<file path="config.mk">
export PLATFORM = sky130hd
export DESIGN_NAME = pyonpyon_top
export DESIGN_NICKNAME = d
export VERILOG_FILES = /design/src/rtl/pyon_pkg.sv /design/src/rtl/key_press_sync.sv /design/src/rtl/box_queue.sv /design/src/rtl/tick_divider.sv /design/src/rtl/cpu_pacer.sv /design/src/rtl/bcd_counter.sv /design/src/rtl/referee.sv /design/src/rtl/seg7_display.sv /design/src/rtl/pyonpyon_top.sv
export SDC_FILE = /design/constraint.sdc
export NUM_CORES = 1
export LEC_CHECK = 0
export BUFFER_PORTS_ARGS = -buffer_cell sky130_fd_sc_hd__buf_4
export CORE_MARGIN = 3
export CORE_UTILIZATION = 53
export CTS_CLUSTER_SIZE = 40
export DETAILED_ROUTE_END_ITERATION = 7
export HOLD_SLACK_MARGIN = 0.05
export PLACE_DENSITY = 0.74
export SYNTH_ARGS = -nofsm -noshare
export SYNTH_HDL_FRONTEND = slang
export SYNTH_SLANG_ARGS = --single-unit
</file>
<file path="constraint.sdc">
create_clock -name clk -period 4.25 [get_ports clk]
set_input_delay 0.425 -clock clk [delete_from_list [all_inputs] [get_ports clk]]
set_output_delay 0.425 -clock clk [all_outputs]
set_load 0.005 [all_outputs]
</file>
<file path="src/rtl/pyon_pkg.sv">
package pyon_pkg;

  // ---------------------------------------------------------------------
  // game types
  // ---------------------------------------------------------------------

  typedef logic [3:0] bcd_digit_t;  // one decimal digit

  typedef struct packed {
    bcd_digit_t tens;  // upper digit
    bcd_digit_t ones;  // lower digit
  } score_t;

  typedef logic [6:0] seg_t;  // active low, bit 6 = segment g

  typedef struct packed {
    seg_t timer_ones;
    seg_t timer_tens;
    seg_t cpu_ones;
    seg_t cpu_tens;
    seg_t player_ones;
    seg_t player_tens;
  } display_t;

  typedef struct packed {
    logic left;   // high while pressed
    logic right;  // high while pressed
  } keys_t;

  typedef logic [1:0] speed_t;  // 0 1.5 Hz, 1 2 Hz, 2 3 Hz, 3 5 Hz

  typedef struct packed {
    logic player_won;
    logic cpu_won;
  } result_t;

  // ---------------------------------------------------------------------
  // game constants
  // ---------------------------------------------------------------------

  localparam int unsigned box_count = 32;  // boxes in the race

  // bit 0 is the first box, 1 = right
  localparam logic [box_count-1:0] box_pattern = 32'hd15d_9689;

  localparam score_t score_start = '{tens: 4'd3, ones: 4'd2};  // 32 boxes left

  localparam int unsigned board_sec_cycles = 50_000_000;  // 50 MHz board clock

endpackage

</file>
<file path="src/rtl/key_press_sync.sv">
`timescale 1ns/1ps

module key_press_sync (
  input  logic            clk,
  input  logic            rst,
  input  pyon_pkg::keys_t keys,         // raw buttons, asynchronous
  output logic            left_press,   // one cycle per left press
  output logic            right_press   // one cycle per right press
);

  // ---------------------------------------------------------------------
  // two-flop synchronizer plus one delay flop for edge detect
  // ---------------------------------------------------------------------

  pyon_pkg::keys_t meta_q;  // first stage, may go metastable
  pyon_pkg::keys_t sync_q;  // safe to use from here on
  pyon_pkg::keys_t dly_q;   // previous synced level

  always_ff @(posedge clk or posedge rst) begin
    if (rst) begin
      meta_q      <= '0;
      sync_q      <= '0;
      dly_q       <= '0;
      left_press  <= 1'b0;
      right_press <= 1'b0;
    end else begin
      meta_q <= keys;    // sample async buttons
      sync_q <= meta_q;  // settle
      dly_q  <= sync_q;  // one cycle behind

      // rising edge only, so holding a key gives one strobe
      left_press  <= sync_q.left & ~dly_q.left;
      right_press <= sync_q.right & ~dly_q.right;
    end
  end

endmodule

</file>
<file path="src/rtl/box_queue.sv">
`timescale 1ns/1ps

module box_queue (
  input  logic clk,
  input  logic rst,
  input  logic run,          // game running
  input  logic left_press,   // left key strobe
  input  logic right_press,  // right key strobe
  output logic hit           // correct key on the head box
);

  // ---------------------------------------------------------------------
  // box pattern, head box sits in bit 0
  // ---------------------------------------------------------------------

  logic [pyon_pkg::box_count-1:0] pattern_q;  // remaining boxes
  logic                           head;       // 1 = right, 0 = left
  logic                           right_ok;   // right key on a right box
  logic                           left_ok;    // left key on a left box

  assign head     = pattern_q[0];
  assign right_ok = right_press & head;
  assign left_ok  = left_press & ~head;
  assign hit      = run & (right_ok | left_ok);  // same cycle as the strobe

  always_ff @(posedge clk or posedge rst) begin
    if (rst) begin
      pattern_q <= pyon_pkg::box_pattern;  // fresh course
    end else if (hit) begin
      // next box moves to the head, empty slot fills with 0
      pattern_q <= {1'b0, pattern_q[pyon_pkg::box_count-1:1]};
    end
    // a wrong key leaves the queue alone
  end

endmodule

</file>
<file path="src/rtl/tick_divider.sv">
`timescale 1ns/1ps

module tick_divider #(
  parameter int unsigned period = pyon_pkg::board_sec_cycles  // cycles per tick
) (
  input  logic clk,
  input  logic rst,
  input  logic run,   // count only while high
  output logic tick   // one cycle every period cycles
);

  localparam int unsigned     cnt_w  = (period > 1) ? $clog2(period) : 1;
  localparam logic [cnt_w-1:0] reload = cnt_w'(period - 1);

  logic [cnt_w-1:0] cnt_q;  // cycles left in this period

  always_ff @(posedge clk or posedge rst) begin
    if (rst) begin
      cnt_q <= reload;
      tick  <= 1'b0;
    end else begin
      tick <= 1'b0;  // strobe by default
      if (run) begin
        if (cnt_q == '0) begin
          cnt_q <= reload;  // wrap
          tick  <= 1'b1;
        end else begin
          cnt_q <= cnt_q - 1'b1;
        end
      end
      // run low holds the count where it is
    end
  end

endmodule

</file>
<file path="src/rtl/cpu_pacer.sv">
`timescale 1ns/1ps

module cpu_pacer #(
  parameter int unsigned sec_cycles = pyon_pkg::board_sec_cycles  // cycles per second
) (
  input  logic             clk,
  input  logic             rst,
  input  logic             run,    // count only while high
  input  pyon_pkg::speed_t speed,  // opponent rate select
  output logic             tick    // one cycle per opponent step
);

  // ---------------------------------------------------------------------
  // periods as fractions of one second
  // ---------------------------------------------------------------------

  localparam int unsigned period_0 = sec_cycles * 2 / 3;  // 1.5 Hz
  localparam int unsigned period_1 = sec_cycles / 2;      // 2 Hz
  localparam int unsigned period_2 = sec_cycles / 3;      // 3 Hz
  localparam int unsigned period_3 = sec_cycles / 5;      // 5 Hz

  localparam int unsigned cnt_w = (sec_cycles > 1) ? $clog2(sec_cycles) : 1;

  logic [cnt_w-1:0] cnt_q;   // cycles left in this period
  logic [cnt_w-1:0] reload;  // next period from current speed

  always_comb begin
    case (speed)
      2'd0:    reload = cnt_w'(period_0 - 1);
      2'd1:    reload = cnt_w'(period_1 - 1);
      2'd2:    reload = cnt_w'(period_2 - 1);
      default: reload = cnt_w'(period_3 - 1);
    endcase
  end

  always_ff @(posedge clk or posedge rst) begin
    if (rst) begin
      cnt_q <= cnt_w'(period_0 - 1);  // start at the slowest rate
      tick  <= 1'b0;
    end else begin
      tick <= 1'b0;
      if (run) begin
        if (cnt_q == '0) begin
          cnt_q <= reload;  // speed picked up here
          tick  <= 1'b1;
        end else begin
          cnt_q <= cnt_q - 1'b1;
        end
      end
    end
  end

endmodule

</file>
<file path="src/rtl/bcd_counter.sv">
`timescale 1ns/1ps

module bcd_counter #(
  parameter bit count_up = 1'b1  // 1 timer style, 0 score style
) (
  input  logic             clk,
  input  logic             rst,
  input  logic             step,   // advance by one
  output pyon_pkg::score_t value   // two bcd digits
);

  localparam pyon_pkg::score_t reset_value =
    count_up ? pyon_pkg::score_t'(8'h00) : pyon_pkg::score_start;

  pyon_pkg::score_t next;  // value after one step

  // ---------------------------------------------------------------------
  // next value with decimal carry or borrow
  // ---------------------------------------------------------------------

  always_comb begin
    next = value;
    if (count_up) begin
      if (value.ones == 4'd9) begin
        next.ones = 4'd0;  // X9 -> (X+1)0
        next.tens = (value.tens == 4'd9) ? 4'd0 : value.tens + 4'd1;  // 99 -> 00
      end else begin
        next.ones = value.ones + 4'd1;
      end
    end else begin
      if (value == pyon_pkg::score_t'(8'h00)) begin
        next = value;  // empty, stay at 00
      end else if (value.ones == 4'd0) begin
        next.ones = 4'd9;  // X0 -> (X-1)9
        next.tens = value.tens - 4'd1;
      end else begin
        next.ones = value.ones - 4'd1;
      end
    end
  end

  always_ff @(posedge clk or posedge rst) begin
    if (rst) begin
      value <= reset_value;
    end else if (step) begin
      value <= next;
    end
  end

endmodule

</file>
<file path="src/rtl/referee.sv">
`timescale 1ns/1ps

module referee (
  input  logic              clk,
  input  logic              rst,
  input  logic              start,         // game switch
  input  logic              sec_tick,      // one second elapsed
  input  logic              cpu_tick,      // opponent wants a step
  input  pyon_pkg::score_t  player_score,
  input  pyon_pkg::score_t  cpu_score,
  output logic              run,           // game running
  output logic              timer_step,    // advance elapsed time
  output logic              cpu_step,      // lower opponent count
  output pyon_pkg::result_t result         // latched winner
);

  logic player_done;  // player count at 00
  logic cpu_done;     // opponent count at 00
  logic over;         // someone finished

  assign player_done = (player_score == pyon_pkg::score_t'(8'h00));
  assign cpu_done    = (cpu_score == pyon_pkg::score_t'(8'h00));
  assign over        = player_done | cpu_done;

  // no steps once a count hits 00, even before run drops
  assign timer_step = run & sec_tick & ~over;
  assign cpu_step   = run & cpu_tick & ~over;

  // ---------------------------------------------------------------------
  // run state and winner latch
  // ---------------------------------------------------------------------

  always_ff @(posedge clk or posedge rst) begin
    if (rst) begin
      run    <= 1'b0;
      result <= '0;
    end else begin
      // winner locks the game until reset
      run <= start & ~over & (result == '0);
      if (result == '0) begin
        result.player_won <= player_done;  // both set on a tie
        result.cpu_won    <= cpu_done;
      end
    end
  end

endmodule

</file>
<file path="src/rtl/seg7_display.sv">
`timescale 1ns/1ps

module seg7_display (
  input  pyon_pkg::score_t   timer,   // elapsed seconds
  input  pyon_pkg::score_t   cpu,     // opponent count
  input  pyon_pkg::score_t   player,  // player count
  output pyon_pkg::display_t hex      // six active low digits
);

  // ---------------------------------------------------------------------
  // one digit to segments, bit 6 = g, low lights the segment
  // ---------------------------------------------------------------------

  function automatic pyon_pkg::seg_t seg_of(pyon_pkg::bcd_digit_t d);
    pyon_pkg::seg_t s;
    case (d)
      4'd0:    s = 7'b100_0000;
      4'd1:    s = 7'b111_1001;
      4'd2:    s = 7'b010_0100;
      4'd3:    s = 7'b011_0000;
      4'd4:    s = 7'b001_1001;
      4'd5:    s = 7'b001_0010;
      4'd6:    s = 7'b000_0010;
      4'd7:    s = 7'b111_1000;
      4'd8:    s = 7'b000_0000;
      4'd9:    s = 7'b001_0000;
      default: s = 7'b100_0000;  // non-decimal shows 0
    endcase
    return s;
  endfunction

  assign hex.timer_ones  = seg_of(timer.ones);
  assign hex.timer_tens  = seg_of(timer.tens);
  assign hex.cpu_ones    = seg_of(cpu.ones);
  assign hex.cpu_tens    = seg_of(cpu.tens);
  assign hex.player_ones = seg_of(player.ones);
  assign hex.player_tens = seg_of(player.tens);

endmodule

</file>
<file path="src/rtl/pyonpyon_top.sv">
`timescale 1ns/1ps

module pyonpyon_top #(
  parameter int unsigned sec_cycles = pyon_pkg::board_sec_cycles  // clock cycles per second
) (
  input  logic               clk,
  input  logic               rst,     // async, active high
  input  logic               start,   // game switch
  input  pyon_pkg::speed_t   speed,   // opponent rate
  input  pyon_pkg::keys_t    keys,    // left and right buttons
  output pyon_pkg::display_t hex,     // seven segment digits
  output pyon_pkg::result_t  result   // winner lamps
);

  logic             left_press;    // press strobes
  logic             right_press;
  logic             hit;           // correct key
  logic             run;           // game running
  logic             sec_tick;      // raw second tick
  logic             cpu_tick;      // raw opponent tick
  logic             timer_step;    // gated second
  logic             cpu_step;      // gated opponent step
  pyon_pkg::score_t timer_value;   // elapsed seconds
  pyon_pkg::score_t cpu_score;     // opponent boxes left
  pyon_pkg::score_t player_score;  // player boxes left

  // ---------------------------------------------------------------------
  // player path
  // ---------------------------------------------------------------------

  key_press_sync u_key_press_sync (
    .clk         (clk),
    .rst         (rst),
    .keys        (keys),
    .left_press  (left_press),
    .right_press (right_press)
  );

  box_queue u_box_queue (
    .clk         (clk),
    .rst         (rst),
    .run         (run),
    .left_press  (left_press),
    .right_press (right_press),
    .hit         (hit)
  );

  bcd_counter #(.count_up(1'b0)) u_player_cnt (
    .clk   (clk),
    .rst   (rst),
    .step  (hit),
    .value (player_score)
  );

  // ---------------------------------------------------------------------
  // time base and opponent
  // ---------------------------------------------------------------------

  tick_divider #(.period(sec_cycles)) u_tick_divider (
    .clk  (clk),
    .rst  (rst),
    .run  (run),
    .tick (sec_tick)
  );

  cpu_pacer #(.sec_cycles(sec_cycles)) u_cpu_pacer (
    .clk   (clk),
    .rst   (rst),
    .run   (run),
    .speed (speed),
    .tick  (cpu_tick)
  );

  bcd_counter #(.count_up(1'b1)) u_timer_cnt (
    .clk   (clk),
    .rst   (rst),
    .step  (timer_step),
    .value (timer_value)
  );

  bcd_counter #(.count_up(1'b0)) u_cpu_cnt (
    .clk   (clk),
    .rst   (rst),
    .step  (cpu_step),
    .value (cpu_score)
  );

  // ---------------------------------------------------------------------
  // game control and display
  // ---------------------------------------------------------------------

  referee u_referee (
    .clk          (clk),
    .rst          (rst),
    .start        (start),
    .sec_tick     (sec_tick),
    .cpu_tick     (cpu_tick),
    .player_score (player_score),
    .cpu_score    (cpu_score),
    .run          (run),
    .timer_step   (timer_step),
    .cpu_step     (cpu_step),
    .result       (result)
  );

  seg7_display u_seg7_display (
    .timer  (timer_value),
    .cpu    (cpu_score),
    .player (player_score),
    .hex    (hex)
  );

endmodule

</file>
# Word-level counts from Yosys, hierarchy flattened

Memories as Yosys holds them, arrays and structs flattened.
Cells that the tools add are included.

Add/subtract/negate cells: 8
Equal/unequal tests: 4
Muxes and demuxes: 11
Bitwise gates (word level): 19
Reduce and logical (&&, ||, !) cells: 13

Operator list:

| operator                                           | number |
|---|---|
| case mux 25 bit (3 select lines)                   | 1 |
| zero test 26 bit                                   | 2 |
| two-way mux 26 bit                                 | 2 |
| subtractor 26 x 1 -> 26 bit, second input constant | 2 |
| zero test 8 bit                                    | 2 |
| two-way mux 4 bit                                  | 4 |
| subtractor 4 x 1 -> 4 bit, second input constant   | 4 |
| AND 1 bit                                          | 11 |
| adder 4 x 1 -> 4 bit, second input constant        | 2 |
| == test 4 bit, second input constant               | 2 |
| zero test 4 bit                                    | 2 |
| NOT 1 bit                                          | 6 |
| AND reduction 2 bit                                | 3 |
| AND reduction 3 bit                                | 2 |
| zero test 2 bit                                    | 2 |
| two-way mux 1 bit                                  | 4 |
| == test 2 x 1 -> 1 bit, second input constant      | 1 |
| == test 2 bit, second input constant               | 1 |
| OR 1 bit                                           | 2 |

Flip-flop bits (word level): 121
Bits in read-only memories: 672
Input bits: 7
Output and inout port bits: 44
Memories: 6

Memory list:

| memory          | words | width | read ports | clocked after Yosys merged registers in | write ports | RTL line           | RTL |
|---|---|---|---|---|---|---|---|
| (no name shown) | 16    | 7     | 1          | 0                                       | 0           | seg7_display.sv:16 | `case (d)` |
| (no name shown) | 16    | 7     | 1          | 0                                       | 0           | seg7_display.sv:16 |  |
| (no name shown) | 16    | 7     | 1          | 0                                       | 0           | seg7_display.sv:16 |  |
| (no name shown) | 16    | 7     | 1          | 0                                       | 0           | seg7_display.sv:16 |  |
| (no name shown) | 16    | 7     | 1          | 0                                       | 0           | seg7_display.sv:16 |  |
| (no name shown) | 16    | 7     | 1          | 0                                       | 0           | seg7_display.sv:16 |  |

# Longest topological paths before layout

Depth in word-level cells: 5
Depth in mapped cells: 8
Gate-level depth less buffers: 7

# Cells and area by module

From an unflattened synthesis, not the netlist that was laid out.

Cells, all modules: 676
Area, all modules: 7179.4 µm²

By module, submodules not included:

| module                      | times used | cells an instance | area each (µm²) |
|---|---|---|---|
| cpu_pacer                   | 1          | 172               | 1700.4 |
| tick_divider                | 1          | 132               | 1385.1 |
| box_queue                   | 1          | 74                | 1355.0 |
| seg7_display                | 1          | 151               | 1037.2 |
| bcd_counter (u_cpu_cnt ...) | 2          | 40                | 439.2 |
| bcd_counter (u_timer_cnt)   | 1          | 36                | 399.1 |
| key_press_sync              | 1          | 11                | 231.5 |
| referee                     | 1          | 20                | 192.7 |

# Least setup slack after synthesis

OpenSTA, ideal clock, no wires.

Kind: register -> register
Start point: register u_cpu_cnt.value[1] (netlist name)
End point: register u_timer_cnt.value[6] (netlist name)
Library setup time: 0.127 ns
Data arrival time: 2.203 ns
Data required time: 4.123 ns
Setup slack: 1.920 ns
Cell stages (with the launch flop): 9
Path buffers: 1
Period minus slack after synthesis: 2.330 ns
Cell sequence: dfstp_2 > inv_1 > ha_1 > nor3b_2 > a221o_1 > or2_0 > clkbuf_1 > nor2_1 > mux2_1

Cells in the longest elaborated chain, start to end: 5

RTL lines:

| element                              | RTL line          | RTL |
|---|---|---|
| start: declaration                   | bcd_counter.sv:9  | `output pyon_pkg::score_t value` |
| start signal: assignment             | bcd_counter.sv:44 | `value <= reset_value;` |
| start signal: assignment             | bcd_counter.sv:46 | `value <= next;` |
| zero test 8 bit                      | referee.sv:22     | `assign cpu_done = (cpu_score == pyon_pkg::score_t'(8'h00));` |
| OR 1 bit                             | referee.sv:23     | `assign over = player_done \| cpu_done;` |
| NOT 1 bit                            | referee.sv:26     | `assign timer_step = run & sec_tick & ~over;` |
| AND 1 bit                            | referee.sv:26     |  |
| AND reduction 2 bit (no source line) | --                |  |
| end signal: assignment               | bcd_counter.sv:44 |  |
| end signal: assignment               | bcd_counter.sv:46 |  |
| end: declaration                     | bcd_counter.sv:9  |  |

No other way between the ends.
A chain may end at the register's enable or synchronous reset.

# Worst setup path after layout

Start point: register u_player_cnt.value[0] (netlist name)
End point: register u_timer_cnt.value[6] (netlist name)

Cells in the longest elaborated chain, start to end: 5

RTL lines:

| element                              | RTL line          | RTL |
|---|---|---|
| start: declaration                   | bcd_counter.sv:9  |  |
| start signal: assignment             | bcd_counter.sv:44 |  |
| start signal: assignment             | bcd_counter.sv:46 |  |
| zero test 8 bit                      | referee.sv:21     | `assign player_done = (player_score == pyon_pkg::score_t'(8'h00));` |
| OR 1 bit                             | referee.sv:23     |  |
| NOT 1 bit                            | referee.sv:26     |  |
| AND 1 bit                            | referee.sv:26     |  |
| AND reduction 2 bit (no source line) | --                |  |

No other way between the ends.

==> impl_metrics.env <==
export IMPL_cp_max_fo=8
export IMPL_cpLargestDelayFamily="simple AND/OR/NAND/NOR gates"
export IMPL_ys_ff_latch=121
export IMPL_rsz0062_at_grt="no"
export IMPL_antenna_found_initial=0
export IMPL_initial_core_util_pct=55.1
export IMPL_ys_types=73
export IMPL_numCtsBuffers=17
export IMPL_area_delta_synth_final_pct=16.6
export IMPL_async_reset_ff_share_pct=100
export IMPL_cpMaxStageDelayCell="nor3b_2"
export IMPL_drtIter0Drc=397
export IMPL_hp_class="in -> async"
export IMPL_gp_congestion=0.891
export IMPL_routed_via_count=5095
export IMPL_ctsResizeCount=0
export IMPL_clkTransAtPathRegs_ns=0.06
export IMPL_finalSetupTns_ns=0
export IMPL_crit_path_end_kind="flop"
export IMPL_fmax_ghz=0.384
export IMPL_finalHoldViolations=0
export IMPL_cp_startpoint="u_player_cnt.value[0]$_DFFE_PP0P_"
export IMPL_ant_nets=0
export IMPL_final_cells=899
export IMPL_cpPeakStageDelay_ns=0.51
export IMPL_num_antenna_cells=0
export IMPL_clock_latency_ns=0.42
export IMPL_nets=761
export IMPL_ys_flop_type="dfrtp_1"
export IMPL_outcome="finished, final reports clean"
export IMPL_grt_pass1_wl_mm=23.2
export IMPL_reg2reg_from="u_player_cnt.value[0]$_DFFE_PP0P_"
export IMPL_cts_buffer_depth=2
export IMPL_grt_ovfl_total=0
export IMPL_report_final_slew_viol_count=0
export IMPL_ys_warn_count=0
export IMPL_drive_gt1_share_pct=27.4
export IMPL_core_area_um2=12300
export IMPL_worst_ep_required_time_ns=4.55
export IMPL_synth_area_per_cell_um2=10.1
export IMPL_cts_setup_buffers=0
export IMPL_arrival_ns=2.90
export IMPL_drt_pass1_iter_count=5
export IMPL_root_buffer="clkbuf_16"
export IMPL_io_pins=51
export IMPL_ys_top_cells_by_area="dfrtp_1 26%, dfstp_2 20%, ha_1 6.7%"
export IMPL_start_kind="flop"
export IMPL_crit_buf_inv=1
export IMPL_h_tree_depth=4
export IMPL_dp_hpwl_mm=9.38
export IMPL_hold_buffers=0
export IMPL_path_class="reg -> reg"
export IMPL_ir_drop_mv=0.274
export IMPL_post_route_drc_count=0
export IMPL_cts_tree="built"
export IMPL_cp_cell_sequence="inv_1, ha_1, nor3b_2, a221o_1, or2_0, nor2_1, mux2_1"
export IMPL_synth_edf_count=0
export IMPL_vias_per_cell=5.67
export IMPL_fp_dieH_um=119
export IMPL_wl_per_cell_um=15.2
export IMPL_syn_nets=712
export IMPL_yosys_area_top_type="dfrtp_1"
export IMPL_grt_max_degree=43
export IMPL_clock_sinks=121
export IMPL_netlist_area_um2=6760
export IMPL_synthCells=669
export IMPL_dpl_cell_count=867
export IMPL_die_area_um2=14100
export IMPL_p_leak_nw=3.46
export IMPL_dieWidth_um=119
export IMPL_maxCapViolations=0
export IMPL_fin_crit_sh_pct=61.3
export IMPL_post_route_min_period_ns=2.60
export IMPL_grt_usage_pct=19.9
export IMPL_rows=40
export IMPL_pre_cts_slack_ns=1.63
export IMPL_synth_top_cell_area_share_pct=25.5
export IMPL_p_per_area_nw_per_um2=343
export IMPL_grt_pass1_vias=4908
export IMPL_drt_total_wl_mm=13.7
export IMPL_clock_skew_ns=0.0103
export IMPL_relSlewSlack_pct=55.6
export IMPL_setup_ws_ns=1.65
export IMPL_worstMarginPinSlew_ns=0.660
export IMPL_io_buffers=50
export IMPL_setup_viol=0
export IMPL_ys_seq_area_share_pct=45.8
## metal layers
layer	wire, um	GRT usage, %
met2	6630	31.9
met3	715	4.89
met5	0	0
met4	208	7.24
met1	6130	26.3
## synthesized netlist by cell type, types with 3 or more instances
cell / number
nor4_4: 4
a221oi_1: 3
mux2_2: 36
nand2_1: 69
nor2b_1: 9
nand2b_1: 10
ha_1: 36
nand4_1: 4
dfrtp_1: 69
nand3_1: 16
and4_1: 3
clkbuf_1: 15
and2_1: 6
a31oi_1: 5
mux2i_1: 9
xnor2_1: 12
buf_1: 3
nor3b_2: 3
nor2_1: 64
inv_1: 29
o21ai_0: 40
nand3b_1: 6
nor4_1: 16
a21oi_1: 28
a211oi_1: 6
nor3b_1: 7
xor2_1: 13
or3_1: 7
nor3_1: 23
dfstp_2: 52
or4_1: 3
o31ai_1: 6
buf_2: 4
mux2_1: 3
o21bai_1: 4
## stage by stage
stage                     utilization [%]  instance area (um2)  power [W]  hold slack [ns]
after floorplan                         -                 6760    0.00121            0.331
after global placement               59.3                 7270    0.00123            0.334
after detailed placement             59.3                 7270    0.00123            0.345
after CTS                            64.3                 7880    0.00273           0.0715
after global routing                 64.3                 7880    0.00280           0.0873
final                                64.3                 7880    0.00270           0.0510
## path summary, 6_finish.rpt
kind	endpoint	slack, ns	cells after the start
max in group asynchronous	u_box_queue.pattern_q[0]$_DFFE_PP1P_	3.27	3
min in group clk	u_key_press_sync.meta_q[0]$_DFF_PP0_	0.11	1
hold / removal	u_referee.result[1]$_DFFE_PP0P_	0.05	2
setup / recovery	u_timer_cnt.value[6]$_DFFE_PP0P_	1.65	7
hold reg to reg	u_key_press_sync.sync_q[0]$_DFF_PP0_	0.35	0
setup reg to reg	u_timer_cnt.value[6]$_DFFE_PP0P_	1.65	7
## logic make-up after synthesis
logic type	count (synthesis)	synth area share, %
xor gates and xnor gates	25	3.24
DFF	121	45.8
AOI/OAI and AO/OA	116	11.1
muxes	48	7.83
and+or+nand+nor	269	22.2
adders and majority gates	36	6.66
buffers and inverters	54	3.24
## cell type report
type / instances / area, um2
inverters: 30 / 115
well taps: 168 / 210
clock buffers: 17 / 425
clock inverters: 15 / 188
repair buffers: 54 / 405
flip-flops and latches: 121 / 3090
fillers: 959 / 4380
multi-input cells: 494 / 3450
## power breakdown
group | switching (W) | total (W) | internal, W
Combinational | 0.0000344 | 0.0000469 | 0.0000124
Clock | 0.000559 | 0.00149 | 0.000934
Sequential | 0.00000349 | 0.00116 | 0.00116
## layout by cell type, fill, tap and decap left out, types with 4 or more instances in the layout
cell / netlist / layout
or3_1: 7 / 7
ha_1: 36 / 36
xnor2_1: 12 / 12
nor4_1: 16 / 16
o21ai_0: 40 / 40
nand3b_1: 6 / 6
nand2b_1: 10 / 10
nor4_4: 4 / 4
nand2_1: 69 / 69
inv_6: 0 / 6
dfstp_2: 52 / 52
and2_1: 6 / 6
xor2_1: 13 / 13
dfrtp_1: 69 / 69
buf_4: 1 / 54
nor2b_1: 9 / 9
mux2_2: 36 / 36
a21oi_1: 28 / 28
mux2i_1: 9 / 9
o21bai_1: 4 / 4
nand4_1: 4 / 4
clkbuf_16: 0 / 17
nand3_1: 16 / 16
inv_1: 29 / 28
nor2_1: 64 / 64
a211oi_1: 6 / 6
nor3b_1: 7 / 7
nor3_1: 23 / 23
a31oi_1: 5 / 5
o31ai_1: 6 / 6
## flip-flops by register name (all words and copies together), names as in the netlist
register                      count
u_cpu_pacer.tick                  1
u_timer_cnt.value                 8
u_cpu_pacer.cnt_q                26
u_key_press_sync.meta_q           2
u_cpu_cnt.value                   8
u_key_press_sync.sync_q           2
u_key_press_sync.right_press      1
u_tick_divider.tick               1
u_key_press_sync.dly_q            2
u_referee.result                  2
u_key_press_sync.left_press       1
u_referee.run                     1
u_tick_divider.cnt_q             26
u_player_cnt.value                8
u_box_queue.pattern_q            32
## worst reg2reg max path: stages (launching register included)
cell and delay [ns]:
dfrtp_1 0.42, inv_1 0.18, ha_1 0.26, nor3b_2 0.51
a221o_1 0.38, or2_0 0.35, nor2_1 0.09, mux2_1 0.31
Note: power is estimated with default switching activity, not from simulation.
